## src/include/imu_spi_defines.svh

```systemverilog
`ifndef IMU_SPI_DEFINES_SVH
`define IMU_SPI_DEFINES_SVH

// --------------------------------------------------
// Packet layout
// --------------------------------------------------

// Number of bytes in one packet, header and flags included
`define IMU_PACKET_BYTES 16

// Marker sent as byte 0 so the MCU can find the packet start
`define IMU_HEADER_BYTE 8'hAA

// --------------------------------------------------
// Clock domain crossing
// --------------------------------------------------

// Flops in every pin and status synchronizer chain, at least 2
`define IMU_SYNC_STAGES 2

// Bit positions inside the flags byte (byte 15)
`define IMU_FLAG_QUAT 0
`define IMU_FLAG_GYRO 1
`define IMU_FLAG_INIT 2
`define IMU_FLAG_ERR 3

`endif

```

## src/hdl/imu_spi_pkg.sv

```systemverilog
package imu_spi_pkg;

    // --------------------------------------------------
    // Data widths
    // --------------------------------------------------

    // One sensor word as delivered by the IMU controller
    // Quaternion and gyroscope components share this format
    typedef logic signed [15:0] sample_t;

    // One byte as it travels on the SPI wire
    typedef logic [7:0] byte_t;

    // Index of the byte being loaded into the shifter
    // Five bits so that it can point past the last packet byte,
    // where every index reads as zero
    typedef logic [4:0] byte_idx_t;

    // Bit position inside the current byte, 0 is the MSB sent first
    typedef logic [2:0] bit_idx_t;

    // Status group: quat valid, gyro valid, initialized, error
    // Positions inside the vector come from the defines header
    typedef logic [3:0] flags_t;

    // --------------------------------------------------
    // Shifter FSM
    // --------------------------------------------------

    // st_idle             slave not selected, sdo released
    // st_wait_first_rise  header loaded, master has not sampled yet
    // st_shifting         one bit per sck fall, new byte every 8 bits
    // st_drain            packet exhausted, zeros go out
    typedef enum logic [1:0] {
        st_idle,
        st_wait_first_rise,
        st_shifting,
        st_drain
    } shift_state_t;

endpackage

```

## src/hdl/spi_events_if.sv

```systemverilog
`timescale 1ns/10ps

// Events seen on the SPI pins, already moved into the clk domain
interface spi_events_if;

    // High while the master holds ss_n low, after synchronization
    logic selected;

    // One clk cycle strobes for the slave select edges
    logic ss_fall;
    logic ss_rise;

    // One clk cycle strobes for sck edges, only while selected
    logic sck_rise;
    logic sck_fall;

    // The pin synchronizer owns every signal
    modport src (output selected, ss_fall, ss_rise, sck_rise, sck_fall);

    // Capture and shifter blocks only look at the events
    modport dst (input selected, ss_fall, ss_rise, sck_rise, sck_fall);

endinterface

```

## src/hdl/sensor_snap_if.sv

```systemverilog
`timescale 1ns/10ps

// Frozen copy of the sensor state that the packet is built from
interface sensor_snap_if;
    import imu_spi_pkg::*;

    // Quaternion components, last valid sample
    sample_t quat_w;
    sample_t quat_x;
    sample_t quat_y;
    sample_t quat_z;

    // Gyroscope components, last valid sample
    sample_t gyro_x;
    sample_t gyro_y;
    sample_t gyro_z;

    // Valid latches and status bits at the positions of the flags byte
    flags_t flags;

    // Written by the capture block
    modport src (output quat_w, quat_x, quat_y, quat_z,
                 output gyro_x, gyro_y, gyro_z, flags);

    // Read by the packet builder
    modport dst (input quat_w, quat_x, quat_y, quat_z,
                 input gyro_x, gyro_y, gyro_z, flags);

endinterface

```

## src/hdl/spi_pin_sync.sv

```systemverilog
`timescale 1ns/10ps
`include "imu_spi_defines.svh"

module spi_pin_sync (
    input  logic      clk,
    input  logic      cs_n,
    input  logic      ss_n,
    input  logic      sck,
    spi_events_if.src ev
);

    // Synchronizer chains, bit 0 samples the pin
    logic [`IMU_SYNC_STAGES-1:0] ss_sync;
    logic [`IMU_SYNC_STAGES-1:0] sck_sync;

    // Outputs of the chains
    logic ss_s;
    logic sck_s;

    // Previous synchronized levels for edge detection
    logic ss_q;
    logic sck_q;

    assign ss_s  = ss_sync[`IMU_SYNC_STAGES-1];
    assign sck_s = sck_sync[`IMU_SYNC_STAGES-1];

    // --------------------------------------------------
    // Synchronizers and edge register
    // --------------------------------------------------

    // A pin change reaches the strobes after the chain plus one more flop,
    // which is 3 clk cycles with the default depth
    always_ff @(posedge clk or posedge cs_n) begin
        if (cs_n) begin
            // Idle bus: ss_n high and sck low in mode 0
            ss_sync     <= '1;
            sck_sync    <= '0;
            ss_q        <= 1'b1;
            sck_q       <= 1'b0;
            ev.ss_fall  <= 1'b0;
            ev.ss_rise  <= 1'b0;
            ev.sck_rise <= 1'b0;
            ev.sck_fall <= 1'b0;
        end else begin
            ss_sync  <= {ss_sync[`IMU_SYNC_STAGES-2:0], ss_n};
            sck_sync <= {sck_sync[`IMU_SYNC_STAGES-2:0], sck};
            ss_q     <= ss_s;
            sck_q    <= sck_s;

            ev.ss_fall <= ss_q & ~ss_s;
            ev.ss_rise <= ~ss_q & ss_s;

            // Clock edges outside a transaction are noise for this slave
            ev.sck_rise <= ~sck_q & sck_s & ~ss_s;
            ev.sck_fall <= sck_q & ~sck_s & ~ss_s;
        end
    end

    // Selected changes in the same cycle as the slave select strobes
    assign ev.selected = ~ss_q;

endmodule

```

## src/hdl/sensor_capture.sv

```systemverilog
`timescale 1ns/10ps
`include "imu_spi_defines.svh"

module sensor_capture (
    input  logic                 clk,
    input  logic                 cs_n,
    input  logic                 initialized,
    input  logic                 error,
    input  logic                 quat_valid,
    input  imu_spi_pkg::sample_t quat_w,
    input  imu_spi_pkg::sample_t quat_x,
    input  imu_spi_pkg::sample_t quat_y,
    input  imu_spi_pkg::sample_t quat_z,
    input  logic                 gyro_valid,
    input  imu_spi_pkg::sample_t gyro_x,
    input  imu_spi_pkg::sample_t gyro_y,
    input  imu_spi_pkg::sample_t gyro_z,
    spi_events_if.dst            ev,
    sensor_snap_if.src           snap
);
    import imu_spi_pkg::*;

    // Registered copies of the sensor words
    sample_t quat_w_q;
    sample_t quat_x_q;
    sample_t quat_y_q;
    sample_t quat_z_q;
    sample_t gyro_x_q;
    sample_t gyro_y_q;
    sample_t gyro_z_q;

    // Status bits gathered at their flags byte positions
    flags_t status_raw;
    flags_t [`IMU_SYNC_STAGES-1:0] status_sync;
    flags_t status_s;

    // Valid pulses held until the end of the next transaction
    logic quat_latch;
    logic gyro_latch;

    // Flags value the snapshot loads while deselected
    flags_t flags_next;

    // --------------------------------------------------
    // Input registers
    // --------------------------------------------------

    // Data words only matter once a valid latch has picked them up
    always_ff @(posedge clk) begin
        quat_w_q <= quat_w;
        quat_x_q <= quat_x;
        quat_y_q <= quat_y;
        quat_z_q <= quat_z;
        gyro_x_q <= gyro_x;
        gyro_y_q <= gyro_y;
        gyro_z_q <= gyro_z;
    end

    always_comb begin
        status_raw                 = '0;
        status_raw[`IMU_FLAG_QUAT] = quat_valid;
        status_raw[`IMU_FLAG_GYRO] = gyro_valid;
        status_raw[`IMU_FLAG_INIT] = initialized;
        status_raw[`IMU_FLAG_ERR]  = error;
    end

    assign status_s = status_sync[`IMU_SYNC_STAGES-1];

    // --------------------------------------------------
    // Status synchronizers and valid latches
    // --------------------------------------------------

    // A valid pulse is latched 3 cycles after it arrives
    always_ff @(posedge clk or posedge cs_n) begin
        if (cs_n) begin
            status_sync <= '0;
            quat_latch  <= 1'b0;
            gyro_latch  <= 1'b0;
        end else begin
            status_sync <= {status_sync[`IMU_SYNC_STAGES-2:0], status_raw};
            // The end of a transaction consumes whatever the snapshot carried
            if (ev.ss_rise) begin
                quat_latch <= 1'b0;
                gyro_latch <= 1'b0;
            end else if (!ev.selected) begin
                if (status_s[`IMU_FLAG_QUAT]) begin
                    quat_latch <= 1'b1;
                end
                if (status_s[`IMU_FLAG_GYRO]) begin
                    gyro_latch <= 1'b1;
                end
            end
        end
    end

    // Status bits pass straight through, valid bits come from the latches
    always_comb begin
        flags_next                 = status_s;
        flags_next[`IMU_FLAG_QUAT] = quat_latch;
        flags_next[`IMU_FLAG_GYRO] = gyro_latch;
    end

    // --------------------------------------------------
    // Snapshot bank
    // --------------------------------------------------

    // Follows the inputs while deselected and holds while the master reads
    always_ff @(posedge clk or posedge cs_n) begin
        if (cs_n) begin
            snap.quat_w <= '0;
            snap.quat_x <= '0;
            snap.quat_y <= '0;
            snap.quat_z <= '0;
            snap.gyro_x <= '0;
            snap.gyro_y <= '0;
            snap.gyro_z <= '0;
            snap.flags  <= '0;
        end else if (!ev.selected) begin
            snap.flags <= flags_next;
            // Old data stays in place until a new valid sample shows up
            if (quat_latch) begin
                snap.quat_w <= quat_w_q;
                snap.quat_x <= quat_x_q;
                snap.quat_y <= quat_y_q;
                snap.quat_z <= quat_z_q;
            end
            if (gyro_latch) begin
                snap.gyro_x <= gyro_x_q;
                snap.gyro_y <= gyro_y_q;
                snap.gyro_z <= gyro_z_q;
            end
        end
    end

endmodule

```

## src/hdl/packet_builder.sv

```systemverilog
`timescale 1ns/10ps
`include "imu_spi_defines.svh"

module packet_builder (
    sensor_snap_if.dst               snap,
    input  imu_spi_pkg::byte_idx_t   byte_idx,
    output imu_spi_pkg::byte_t       tx_byte
);
    import imu_spi_pkg::*;

    // Words go out high byte first
    function automatic byte_t hi_byte(input sample_t s);
        return s[15:8];
    endfunction

    function automatic byte_t lo_byte(input sample_t s);
        return s[7:0];
    endfunction

    // --------------------------------------------------
    // Packet layout
    // --------------------------------------------------

    // Pure decode of the index, the snapshot is stable while selected
    always_comb begin
        case (byte_idx)
            5'd0:    tx_byte = `IMU_HEADER_BYTE;
            // Quaternion w, x, y, z
            5'd1:    tx_byte = hi_byte(snap.quat_w);
            5'd2:    tx_byte = lo_byte(snap.quat_w);
            5'd3:    tx_byte = hi_byte(snap.quat_x);
            5'd4:    tx_byte = lo_byte(snap.quat_x);
            5'd5:    tx_byte = hi_byte(snap.quat_y);
            5'd6:    tx_byte = lo_byte(snap.quat_y);
            5'd7:    tx_byte = hi_byte(snap.quat_z);
            5'd8:    tx_byte = lo_byte(snap.quat_z);
            // Gyroscope x, y, z
            5'd9:    tx_byte = hi_byte(snap.gyro_x);
            5'd10:   tx_byte = lo_byte(snap.gyro_x);
            5'd11:   tx_byte = hi_byte(snap.gyro_y);
            5'd12:   tx_byte = lo_byte(snap.gyro_y);
            5'd13:   tx_byte = hi_byte(snap.gyro_z);
            5'd14:   tx_byte = lo_byte(snap.gyro_z);
            // Flags in the low nibble, upper bits reserved as zero
            5'd15:   tx_byte = {4'h0, snap.flags};
            // Anything the master clocks past the packet reads as zero
            default: tx_byte = '0;
        endcase
    end

endmodule

```

## src/hdl/packet_shifter.sv

```systemverilog
`timescale 1ns/10ps
`include "imu_spi_defines.svh"

module packet_shifter (
    input  logic                    clk,
    input  logic                    cs_n,
    spi_events_if.dst               ev,
    input  imu_spi_pkg::byte_t      tx_byte,
    output imu_spi_pkg::byte_idx_t  byte_idx,
    output logic                    sdo,
    output logic                    sdo_oe
);
    import imu_spi_pkg::*;

    shift_state_t state;

    // Bits of the current byte already shifted out
    bit_idx_t bit_cnt;

    // MSB is on the wire
    byte_t shreg;

    // --------------------------------------------------
    // Mode 0 shifter FSM
    // --------------------------------------------------

    // byte_idx always points at the byte that the next load takes
    // from the builder, so the header comes from index 0
    always_ff @(posedge clk or posedge cs_n) begin
        if (cs_n) begin
            state    <= st_idle;
            bit_cnt  <= '0;
            byte_idx <= '0;
            shreg    <= '0;
        end else if (!ev.selected) begin
            // Master let go of ss_n, abort wherever we are
            state    <= st_idle;
            bit_cnt  <= '0;
            byte_idx <= '0;
            shreg    <= '0;
        end else begin
            case (state)
                st_idle: begin
                    if (ev.ss_fall) begin
                        shreg    <= tx_byte;
                        byte_idx <= byte_idx + 1'b1;
                        bit_cnt  <= '0;
                        state    <= st_wait_first_rise;
                    end
                end
                // Bit 7 of the header must stay put until the master samples it
                st_wait_first_rise: begin
                    if (ev.sck_rise) begin
                        state <= st_shifting;
                    end
                end
                st_shifting: begin
                    if (ev.sck_fall) begin
                        if (bit_cnt == 3'd7) begin
                            shreg   <= tx_byte;
                            bit_cnt <= '0;
                            // Index past the packet loads zero and parks there
                            if (byte_idx == byte_idx_t'(`IMU_PACKET_BYTES)) begin
                                state <= st_drain;
                            end else begin
                                byte_idx <= byte_idx + 1'b1;
                            end
                        end else begin
                            shreg   <= {shreg[6:0], 1'b0};
                            bit_cnt <= bit_cnt + 1'b1;
                        end
                    end
                end
                st_drain: begin
                    // Counters hold, only zeros are left to send
                    if (ev.sck_fall) begin
                        shreg <= {shreg[6:0], 1'b0};
                    end
                end
                default: state <= st_idle;
            endcase
        end
    end

    assign sdo = shreg[7];

    // Released as soon as selected drops, one cycle before the FSM sees it
    assign sdo_oe = ev.selected && (state != st_idle);

endmodule

```

## src/hdl/imu_spi_top.sv

```systemverilog
`timescale 1ns/10ps

module imu_spi_top (
    input  logic                 clk,
    input  logic                 cs_n,
    // SPI pins, MISO pad is built outside from sdo and sdo_oe
    input  logic                 ss_n,
    input  logic                 sck,
    output logic                 sdo,
    output logic                 sdo_oe,
    // IMU controller side
    input  logic                 initialized,
    input  logic                 error,
    input  logic                 quat_valid,
    input  imu_spi_pkg::sample_t quat_w,
    input  imu_spi_pkg::sample_t quat_x,
    input  imu_spi_pkg::sample_t quat_y,
    input  imu_spi_pkg::sample_t quat_z,
    input  logic                 gyro_valid,
    input  imu_spi_pkg::sample_t gyro_x,
    input  imu_spi_pkg::sample_t gyro_y,
    input  imu_spi_pkg::sample_t gyro_z
);

    // Pin events shared by capture and shifter
    spi_events_if  ev ();

    // Snapshot from capture to packet builder
    sensor_snap_if snap ();

    // Byte select and byte returned between shifter and builder
    imu_spi_pkg::byte_idx_t byte_idx;
    imu_spi_pkg::byte_t     tx_byte;

    spi_pin_sync i_pin_sync (
        .clk  (clk),
        .cs_n (cs_n),
        .ss_n (ss_n),
        .sck  (sck),
        .ev   (ev.src)
    );

    sensor_capture i_capture (
        .clk         (clk),
        .cs_n        (cs_n),
        .initialized (initialized),
        .error       (error),
        .quat_valid  (quat_valid),
        .quat_w      (quat_w),
        .quat_x      (quat_x),
        .quat_y      (quat_y),
        .quat_z      (quat_z),
        .gyro_valid  (gyro_valid),
        .gyro_x      (gyro_x),
        .gyro_y      (gyro_y),
        .gyro_z      (gyro_z),
        .ev          (ev.dst),
        .snap        (snap.src)
    );

    packet_builder i_builder (
        .snap     (snap.dst),
        .byte_idx (byte_idx),
        .tx_byte  (tx_byte)
    );

    packet_shifter i_shifter (
        .clk      (clk),
        .cs_n     (cs_n),
        .ev       (ev.dst),
        .tx_byte  (tx_byte),
        .byte_idx (byte_idx),
        .sdo      (sdo),
        .sdo_oe   (sdo_oe)
    );

endmodule

```

## config.mk

```make
export PLATFORM = sky130hd
export DESIGN_NAME = imu_spi_top
export DESIGN_NICKNAME = d
export VERILOG_FILES = /design/src/hdl/imu_spi_pkg.sv /design/src/hdl/spi_events_if.sv /design/src/hdl/sensor_snap_if.sv /design/src/hdl/spi_pin_sync.sv /design/src/hdl/sensor_capture.sv /design/src/hdl/packet_builder.sv /design/src/hdl/packet_shifter.sv /design/src/hdl/imu_spi_top.sv
export VERILOG_INCLUDE_DIRS = /design/src /design/src/include
export SDC_FILE = /design/constraint.sdc
export NUM_CORES = 1
export LEC_CHECK = 0
export ABC_AREA = 1
export BUFFER_PORTS_ARGS = -buffer_cell sky130_fd_sc_hd__buf_2
export CAP_MARGIN = 20
export CORE_MARGIN = 1
export CORE_UTILIZATION = 50
export CTS_BUF_LIST = sky130_fd_sc_hd__clkbuf_2 sky130_fd_sc_hd__clkbuf_4 sky130_fd_sc_hd__clkbuf_8
export DETAILED_ROUTE_END_ITERATION = 8
export GPL_ROUTABILITY_DRIVEN = 1
export HOLD_SLACK_MARGIN = 0.06
export PLACE_DENSITY = 0.7
export SKIP_CTS_REPAIR_TIMING = 1
export SYNTH_ARGS = -nofsm -noshare
export SYNTH_HDL_FRONTEND = slang
export SYNTH_SLANG_ARGS = --single-unit
export TNS_END_PERCENT = 20
```

## constraint.sdc

```tcl
create_clock -name clk -period 12.44 [get_ports clk]
set_clock_uncertainty 0.05 [all_clocks]
set_input_delay 3.11 -clock clk [delete_from_list [all_inputs] [get_ports clk]]
set_output_delay 3.11 -clock clk [all_outputs]
set_load 0.03 [all_outputs]
```

==> summary by stage, run 1 <==
Yosys
Summed over its instances, the top area cell type makes up 39.7% of the synthesized netlist area. The Yosys step of the flow raised 0 warnings. The number of nets in the synthesized netlist is 995. The sequential-to-total area share from yosys stat is 64.1%. Sorting the synthesized cells by area gives the leading types as dfrtp_1, dfxtp_1, mux2_2. A synthesized cell averages 11.0 um2. The biggest area contributor in the post-synthesis netlist is dfrtp_1.

The number of different library cells in the post-synthesis netlist is 31. Synthesis produced a netlist whose cell count is 864. The number of synthesized register bits is 266.

The post-synthesis cell area is 9520 um2.

Route
Dividing the detail-routed wire length by the instance count gives 15.9 um. Across all layers, the routed design uses 6338 vias. The pre-antenna-repair detailed-routing pass consisted of 7 iterations.

The final wirelength is 20.2 mm. In the routed layout, each cell is associated on average with a via count of 4.98. For this run, design rule violations remaining after detail routing come to 0. For this block, the initial DRC count from the detailed router was 332. The detail route stage leaves a number of antenna-violating nets equal to 0.

Power
Sequential cells burn 46.8% of the power. The proportion of power drawn by the clock network is 35.6%. Internal power comes to 0.00162 W. In this run the power density over the cells is 201 nW/um2. For this design the static power due to leakage is 5.41 nW. The fraction of power consumed by combinational cells is 17.7%. The worst voltage drop across the vdd grid is 0.141 mV. In this run the power spent charging and discharging nets is 0.000641 W. The fraction of power spent switching nets is 28.4%.

Finish
Relative to the synthesized area, the layout overhead comes to 18.1%. The layout net count is 1137. In the layout the commonest cells are nand2_1, dfrtp_1, buf_2, dfxtp_1, mux2_2. After routing the design area is 11300 um2. The filler cells instantiated in the layout total 1506. The total inserted antenna cells is 0. The library cell used most frequently in the layout, excluding fill and tap cells, is nand2_1. The post-route netlist has 31.4% of its cells at a drive strength greater than 1.

Clocking
The longest clock path from root to sink contains 3 buffers. For the worst-skew pair, the clock arrives at the later sink with an insertion delay of 550 ps. Clock-pin slew was measured on the worst setup and hold paths at 60 ps. The number of clock buffers inserted by TritonCTS is 41. The CTS tree is yes. The root buffer cell is clkbuf_8.

The clock sink count is 266. The number of levels in the clock H-tree is 2.

Place
In this run the cell area measured after placement is 10300 um2. The weighted congestion reported at the end of routability-driven placement is 0.896. After legalization and detailed placement, the total HPWL measured 13.8 mm. The count of buffers inserted at the top-level ports is 121.

Outcome
The flow ran to the end, and the final reports show no timing, DRC or antenna violations.

Floorplanning
The initial core utilization is 50.9%. The total die area is 19600 um2. The number of cell rows is 50. The die is 140 um wide.

The I/O pin total is 122. The core region is 18700 um2. The vertical die dimension is 140 um.

Min path
The classification of the worst-slack hold path is flip-flop to flip-flop.

Timing
The transition time of the tightest slew-check pin is 1020 ps. Setup repair after global routing left no endpoint under its margin. Setup violations remaining at the end of the flow were counted as 0. The final-report max-slew violation count is 0. The number of failing hold endpoints at the final stage came to 0. The upper clock frequency limit is 0.210 GHz.

Headroom to the max-slew limit came out at 31.7%. The minimum period implied by the final worst setup slack is 4770 ps. The summed negative setup slack over all endpoints is 0 ps. Dividing the final minimum period by the clock period gives 38.3%.

Global route
The number of antenna violations at the first check in global routing is 0. The largest net degree at the start of global routing is 83. The via count of the first global-routing pass is 6394. The first global-routing pass estimated 32.5 mm of wire.

For this run the aggregate overflow at the end of global routing stands at 0. The global-route total usage across every layer is 21.7%.

Setup path
Data on the critical path arrives at its endpoint at 1610 ps. STA classifies the critical path startpoint as a flip-flop. For the worst setup path, the data required time is 9280 ps. The start-to-end type of the worst setup path is flip-flop to primary output.

In this run the worst path has a maximum fanout of 4. STA classifies the critical path endpoint as a primary output.

Run
The number of maximum-capacitance violations is 0.
==> metal layers <==
layer | wire, um | global-route usage (%)
met5 | 0 | 0
met4 | 516 | 8.91
met1 | 8860 | 28.6
met2 | 9680 | 35.3
met3 | 1140 | 4.07
==> final timing paths <==
path | startpoint | endpoint | slack, ps | cells after the start
max | i_shifter.state[0]$_DFFE_PP0P_ | sdo_oe | 7670 | 4
min | i_capture.status_sync[1]$_DFF_PP0_ | i_capture.status_s[1]$_DFF_PP0_ | 300 | 0
max reg2reg | i_shifter.byte_idx[2]$_DFFE_PP0P_ | i_shifter.shreg[7]$_DFFE_PP0P_ | 10010 | 9
min reg2reg | i_capture.status_sync[1]$_DFF_PP0_ | i_capture.status_s[1]$_DFF_PP0_ | 300 | 0
max in group asynchronous | cs_n | i_capture.snap.quat_w[2]$_DFFE_PP0P_ | 8280 | 3
min in group asynchronous | cs_n | i_capture.snap.quat_w[4]$_DFFE_PP0P_ | 2650 | 2
==> critical path, stage by stage (launching register included) <==
cell,delay [ps]
dfrtp_1,400
inv_1,100
ha_1,240
nor2_1,130
buf_2,220
==> flip-flops by register name (all words and copies together), names as in the netlist, 5 cells and up <==
signal / count
i_capture.quat_y_q: 16
i_capture.gyro_x_q: 16
i_capture.snap.quat_x: 16
i_capture.snap.gyro_z: 16
i_shifter.shreg: 8
i_capture.snap.quat_y: 16
i_capture.gyro_z_q: 16
i_capture.quat_z_q: 16
i_capture.snap.quat_w: 16
i_capture.snap.gyro_x: 16
i_capture.snap.gyro_y: 16
i_capture.quat_w_q: 16
i_capture.gyro_y_q: 16
i_shifter.byte_idx: 5
i_capture.snap.quat_z: 16
i_capture.quat_x_q: 16
==> power by group through the flow <==
stage	Clock [W]	Sequential [W]	Combinational (W)
after detailed placement	0	0.00107	0.000393
after global placement	0	0.00107	0.000386
after global routing	0.000859	0.00107	0.000447
final	0.000803	0.00106	0.000399
after floorplan	0	0.00104	0.000298
after CTS	0.000822	0.00106	0.000396
==> kinds of logic (layout without fill, tap and decap cells) <==
group / Yosys count / in the layout / synth area share, %
xor gates and xnor gates: 1 / 1 / 0.0920
DFF: 266 / 266 / 64.1
AOI/OAI and AO/OA: 39 / 39 / 2.27
and+or+nand+nor: 354 / 354 / 15.7
adders and majority gates: 11 / 11 / 1.45
buffers and inverters: 88 / 263 / 3.98
muxes: 105 / 105 / 12.4
==> cell usage after synthesis <==
| library cell | instances |
|---|---|
| nand2_1 | 188 |
| dfrtp_1 | 151 |
| dfxtp_1 | 112 |
| mux2_2 | 97 |
| nand3_1 | 79 |
| nor2_1 | 66 |
| inv_1 | 59 |
| o21ai_0 | 21 |
| buf_2 | 18 |
| ha_1 | 11 |
| a21oi_1 | 9 |
| nor2_2 | 9 |
| mux2_1 | 8 |
| inv_2 | 4 |
| nor2_4 | 4 |
| o21ai_1 | 4 |
| buf_4 | 3 |
| dfstp_2 | 3 |
| nand2_2 | 3 |
| buf_6 | 2 |
| clkbuf_1 | 2 |
| nor3_1 | 2 |
| a211oi_2 | 1 |
| a22oi_1 | 1 |
| nand3b_1 | 1 |
| nand4_1 | 1 |
| o211ai_2 | 1 |
| o21bai_1 | 1 |
| o22ai_1 | 1 |
| or2_2 | 1 |
| xor2_1 | 1 |
==> area by class of cell <==
cell class	count	area, um2	share of cell area [%]
Clock inverter	9	130	1.16
Timing Repair Buffer	124	628	5.58
Inverter	63	241	2.15
Tap cell	234	293	2.60
Sequential cell	266	6100	54.2
Clock buffer	67	810	7.20
Multi-Input combinational cell	510	3050	27.1
==> through the flow <==
step / instances / util, % / setup WS, ps / total power, W / hold WS, ps
global placement: 1197 / 55.1 / 7610 / 0.00145 / 285
floorplan: 864 / - / 5140 / 0.00134 / 281
detailed placement: 1197 / 55.1 / 7620 / 0.00147 / 286
CTS: 1273 / 60.1 / 7630 / 0.00227 / 300
global route: 1273 / 60.1 / 7550 / 0.00238 / 316
finish: 1273 / 60.1 / 7670 / 0.00226 / 298
No activity file was read; power rests on OpenSTA's default activity.
==> run 2: changes to the inputs <==
--- a/config.mk
+++ b/config.mk
@@ -15,7 +15,7 @@
 export DETAILED_ROUTE_END_ITERATION = 8
 export GPL_ROUTABILITY_DRIVEN = 1
 export HOLD_SLACK_MARGIN = 0.06
-export PLACE_DENSITY = 0.7
+export PLACE_DENSITY = 0.73
 export SKIP_CTS_REPAIR_TIMING = 1
 export SYNTH_ARGS = -nofsm -noshare
 export SYNTH_HDL_FRONTEND = slang
==> constraint.sdc (replaced) <==
create_clock -name clk -period 3.9 [get_ports clk]
set_clock_uncertainty 0.05 [all_clocks]
set_input_delay 0.975 -clock clk [delete_from_list [all_inputs] [get_ports clk]]
set_output_delay 0.975 -clock clk [all_outputs]
set_load 0.03 [all_outputs]
==> run 2 against run 1 <==
Net effect: worst setup slack worse by 6500 ps; highest routed layer unchanged; critical endpoint unchanged; largest cell class unchanged; non-clock buffer count rose by 3; utilization grew 0.23 points.
==> summary by stage, run 2 (same netlist as run 1, synthesis figures left out) <==
Finish
The number of inserted filler cells in the final layout is 1489. The non-filler instance count after layout is 1278. The library cell used most frequently in the layout, excluding fill and tap cells, is nand2_1. In the layout the commonest cells are nand2_1, dfrtp_1, buf_2, dfxtp_1, mux2_2. The signed area change from the synthesized netlist to the final layout is 18.6%. The layout net count is 1141. The ratio of cells with drive above 1 in the final layout is 31.7%. The finished layout cell area is 11300 um2. The total inserted antenna cells is 0.

Place
In this run the tool buffered the top-level ports with 121 buffer cells. The cell area after placement is 10400 um2. The weighted congestion reported at the end of routability-driven placement is 0.909. The cell count after placement is 1200.

Summed over all nets, the half-perimeter wirelength after detailed placement is 14.4 mm.

Global route
Global routing used 4.68% of the available met3 tracks. The largest net degree at the start of global routing is 54. The global routing's busiest layer is met2. The via count of the first global-routing pass is 6556.

The total congestion overflow after global routing is 0. The routing usage on met1 is 27.9%. The global-route total usage across every layer is 22.1%.

The number of antenna violations at the first check in global routing was 0. The wire length of the first global-routing pass is 33.5 mm. The met2 global-route usage is 36.8%.

Setup path
The most critical setup path has its startpoint at i_shifter.state[0]$_DFFE_PP0P_. The critical path is of the flip-flop to primary output type. The required time of the critical path is 2870 ps.

The maximum fanout encountered on the critical timing path is 4. Data arrives at the worst endpoint at 1720 ps. The worst register-to-register path ends at i_shifter.byte_idx[2]$_DFFE_PP0P_. The worst register-to-register path has a depth of 7.

The sort of element at the start of the critical path is a flip-flop. The slack of the worst reg-to-reg path is 1600 ps. STA classifies the critical path endpoint as a primary output. The worst flop-to-flop path startpoint is i_shifter.byte_idx[3]$_DFFE_PP0P_.

Floorplanning
The floorplan core area is 18700 um2. The number of cell rows is 50. The vertical die dimension is 140 um.

From left edge to right edge, the die measures 140 um. The initial utilization of the core area, before any placement, comes to 50.9%. The total die area is 19600 um2. The I/O pin total is 122.

Timing
The final-report max-slew violation count was 0. The upper clock frequency limit is 0.364 GHz. The worst path in the final design needs a cycle of 2750 ps, including I/O delays and setup. At the pin with the least slew margin, the transition time is 981 ps. Setup violations remaining at the end of the flow were counted as 0. The worst slack on hold paths is 294 ps.

The summed negative setup slack over all endpoints is 0 ps. In this run the tightest slew margin relative to its limit is 34.4%. The number of failing hold endpoints at the final stage came to 0.

Setup repair after global routing left no endpoint under its margin. The share of the clock period used by the worst path is 70.5%.

Min path
The worst hold path terminates at i_capture.status_s[2]$_DFF_PP0_. The classification of the worst-slack hold path is flip-flop to flip-flop. The number of cells on the worst hold path is 0. The startpoint of the lowest-slack hold path is i_capture.status_sync[2]$_DFF_PP0_.

Route
In the routed design, unresolved DRC markers number 0. Summed over all layers, the routed wires come to 20.6 mm. The number of violations reported at the end of detailed-routing iteration 0 is 359. The via total after detailed routing is 6379. The count of nets left with antenna violations once routing finished came out at 0. In the routed layout, each cell is associated on average with a via count of 4.99. The first TritonRoute pass finished after 6 iterations. In the final routed layout, each cell accounts on average for 16.1 um.

Clocking
The root buffer cell is clkbuf_8. TritonCTS built the clock tree. The number of levels in the clock H-tree is 2. The clock sink count is 266. The clock network latency to the later pin of the worst-skew pair is 560 ps. The deepest clock path buffer count is 3. Clock-pin slew was measured on the worst setup and hold paths at 60 ps. Counting the buffers created by CTS gives 42.

Outcome
The flow ran to the end, and the final reports show no timing, DRC or antenna violations.

Power
The worst voltage drop across the vdd grid is 0.365 mV. The analysis attributes to cell leakage a power of 5.41 nW. In this run the power density over the cells is 632 nW/um2.

Run
The number of maximum-capacitance violations is 0.
==> run 2: cell types whose count changed in the layout (fill, tap and decap cells not counted), sizes merged <==
cell      delta
buf          +3
inv          -2
clkinv       +2
bufinv       -1
clkbuf       -1
clkinvlp     +4
==> run 2: worst max-delay path by stage <==
stage | to | slack, ps
after CTS | sdo_oe | 1150
after global routing | sdo_oe | 1060
after detailed placement | i_shifter.byte_idx[2]$_DFFE_PP0P_ | 1650
after global placement | i_shifter.byte_idx[2]$_DFFE_PP0P_ | 1680
final | sdo_oe | 1150
after floorplan | i_capture.gyro_latch$_DFFE_PP0P_ | 930
==> run 2: report_power, final <==
group	total, W	internal, W	switching, W
logic	0.00125	0.000502	0.000744
registers	0.00338	0.00314	0.000239
clock network	0.00251	0.00145	0.00106
total	0.00714	0.00510	0.00204
==> run 2: layer usage <==
metal	routed length, um	vias up
li1	-	3090
met1	8610	3022
met2	9980	207
met3	1230	60
met4	778	0
met5	0	-
==> run 2: area by class of cell <==
type | count | area [um2] | area share [%]
Clock inverter | 12 | 121 | 1.07
Multi-Input combinational cell | 510 | 3050 | 27.0
Clock buffer | 66 | 802 | 7.10
Timing Repair Buffer | 127 | 688 | 6.09
Sequential cell | 266 | 6100 | 54.0
Tap cell | 234 | 293 | 2.59
Inverter | 63 | 240 | 2.13
==> run 2: worst max-delay path, cell delays in order (launching register included) <==
cell and delay, ps:
dfrtp_1 430, inv_1 110, ha_1 240, nor2_1 160
buf_2 230
==> run 2: per-stage QoR <==
step	util [%]	setup WS, ps	power, W
after floorplan	-	933	0.00428
after global placement	55.4	1680	0.00462
after detailed placement	55.4	1650	0.00467
after CTS	60.4	1150	0.00719
after global routing	60.4	1060	0.00752
final	60.4	1150	0.00714
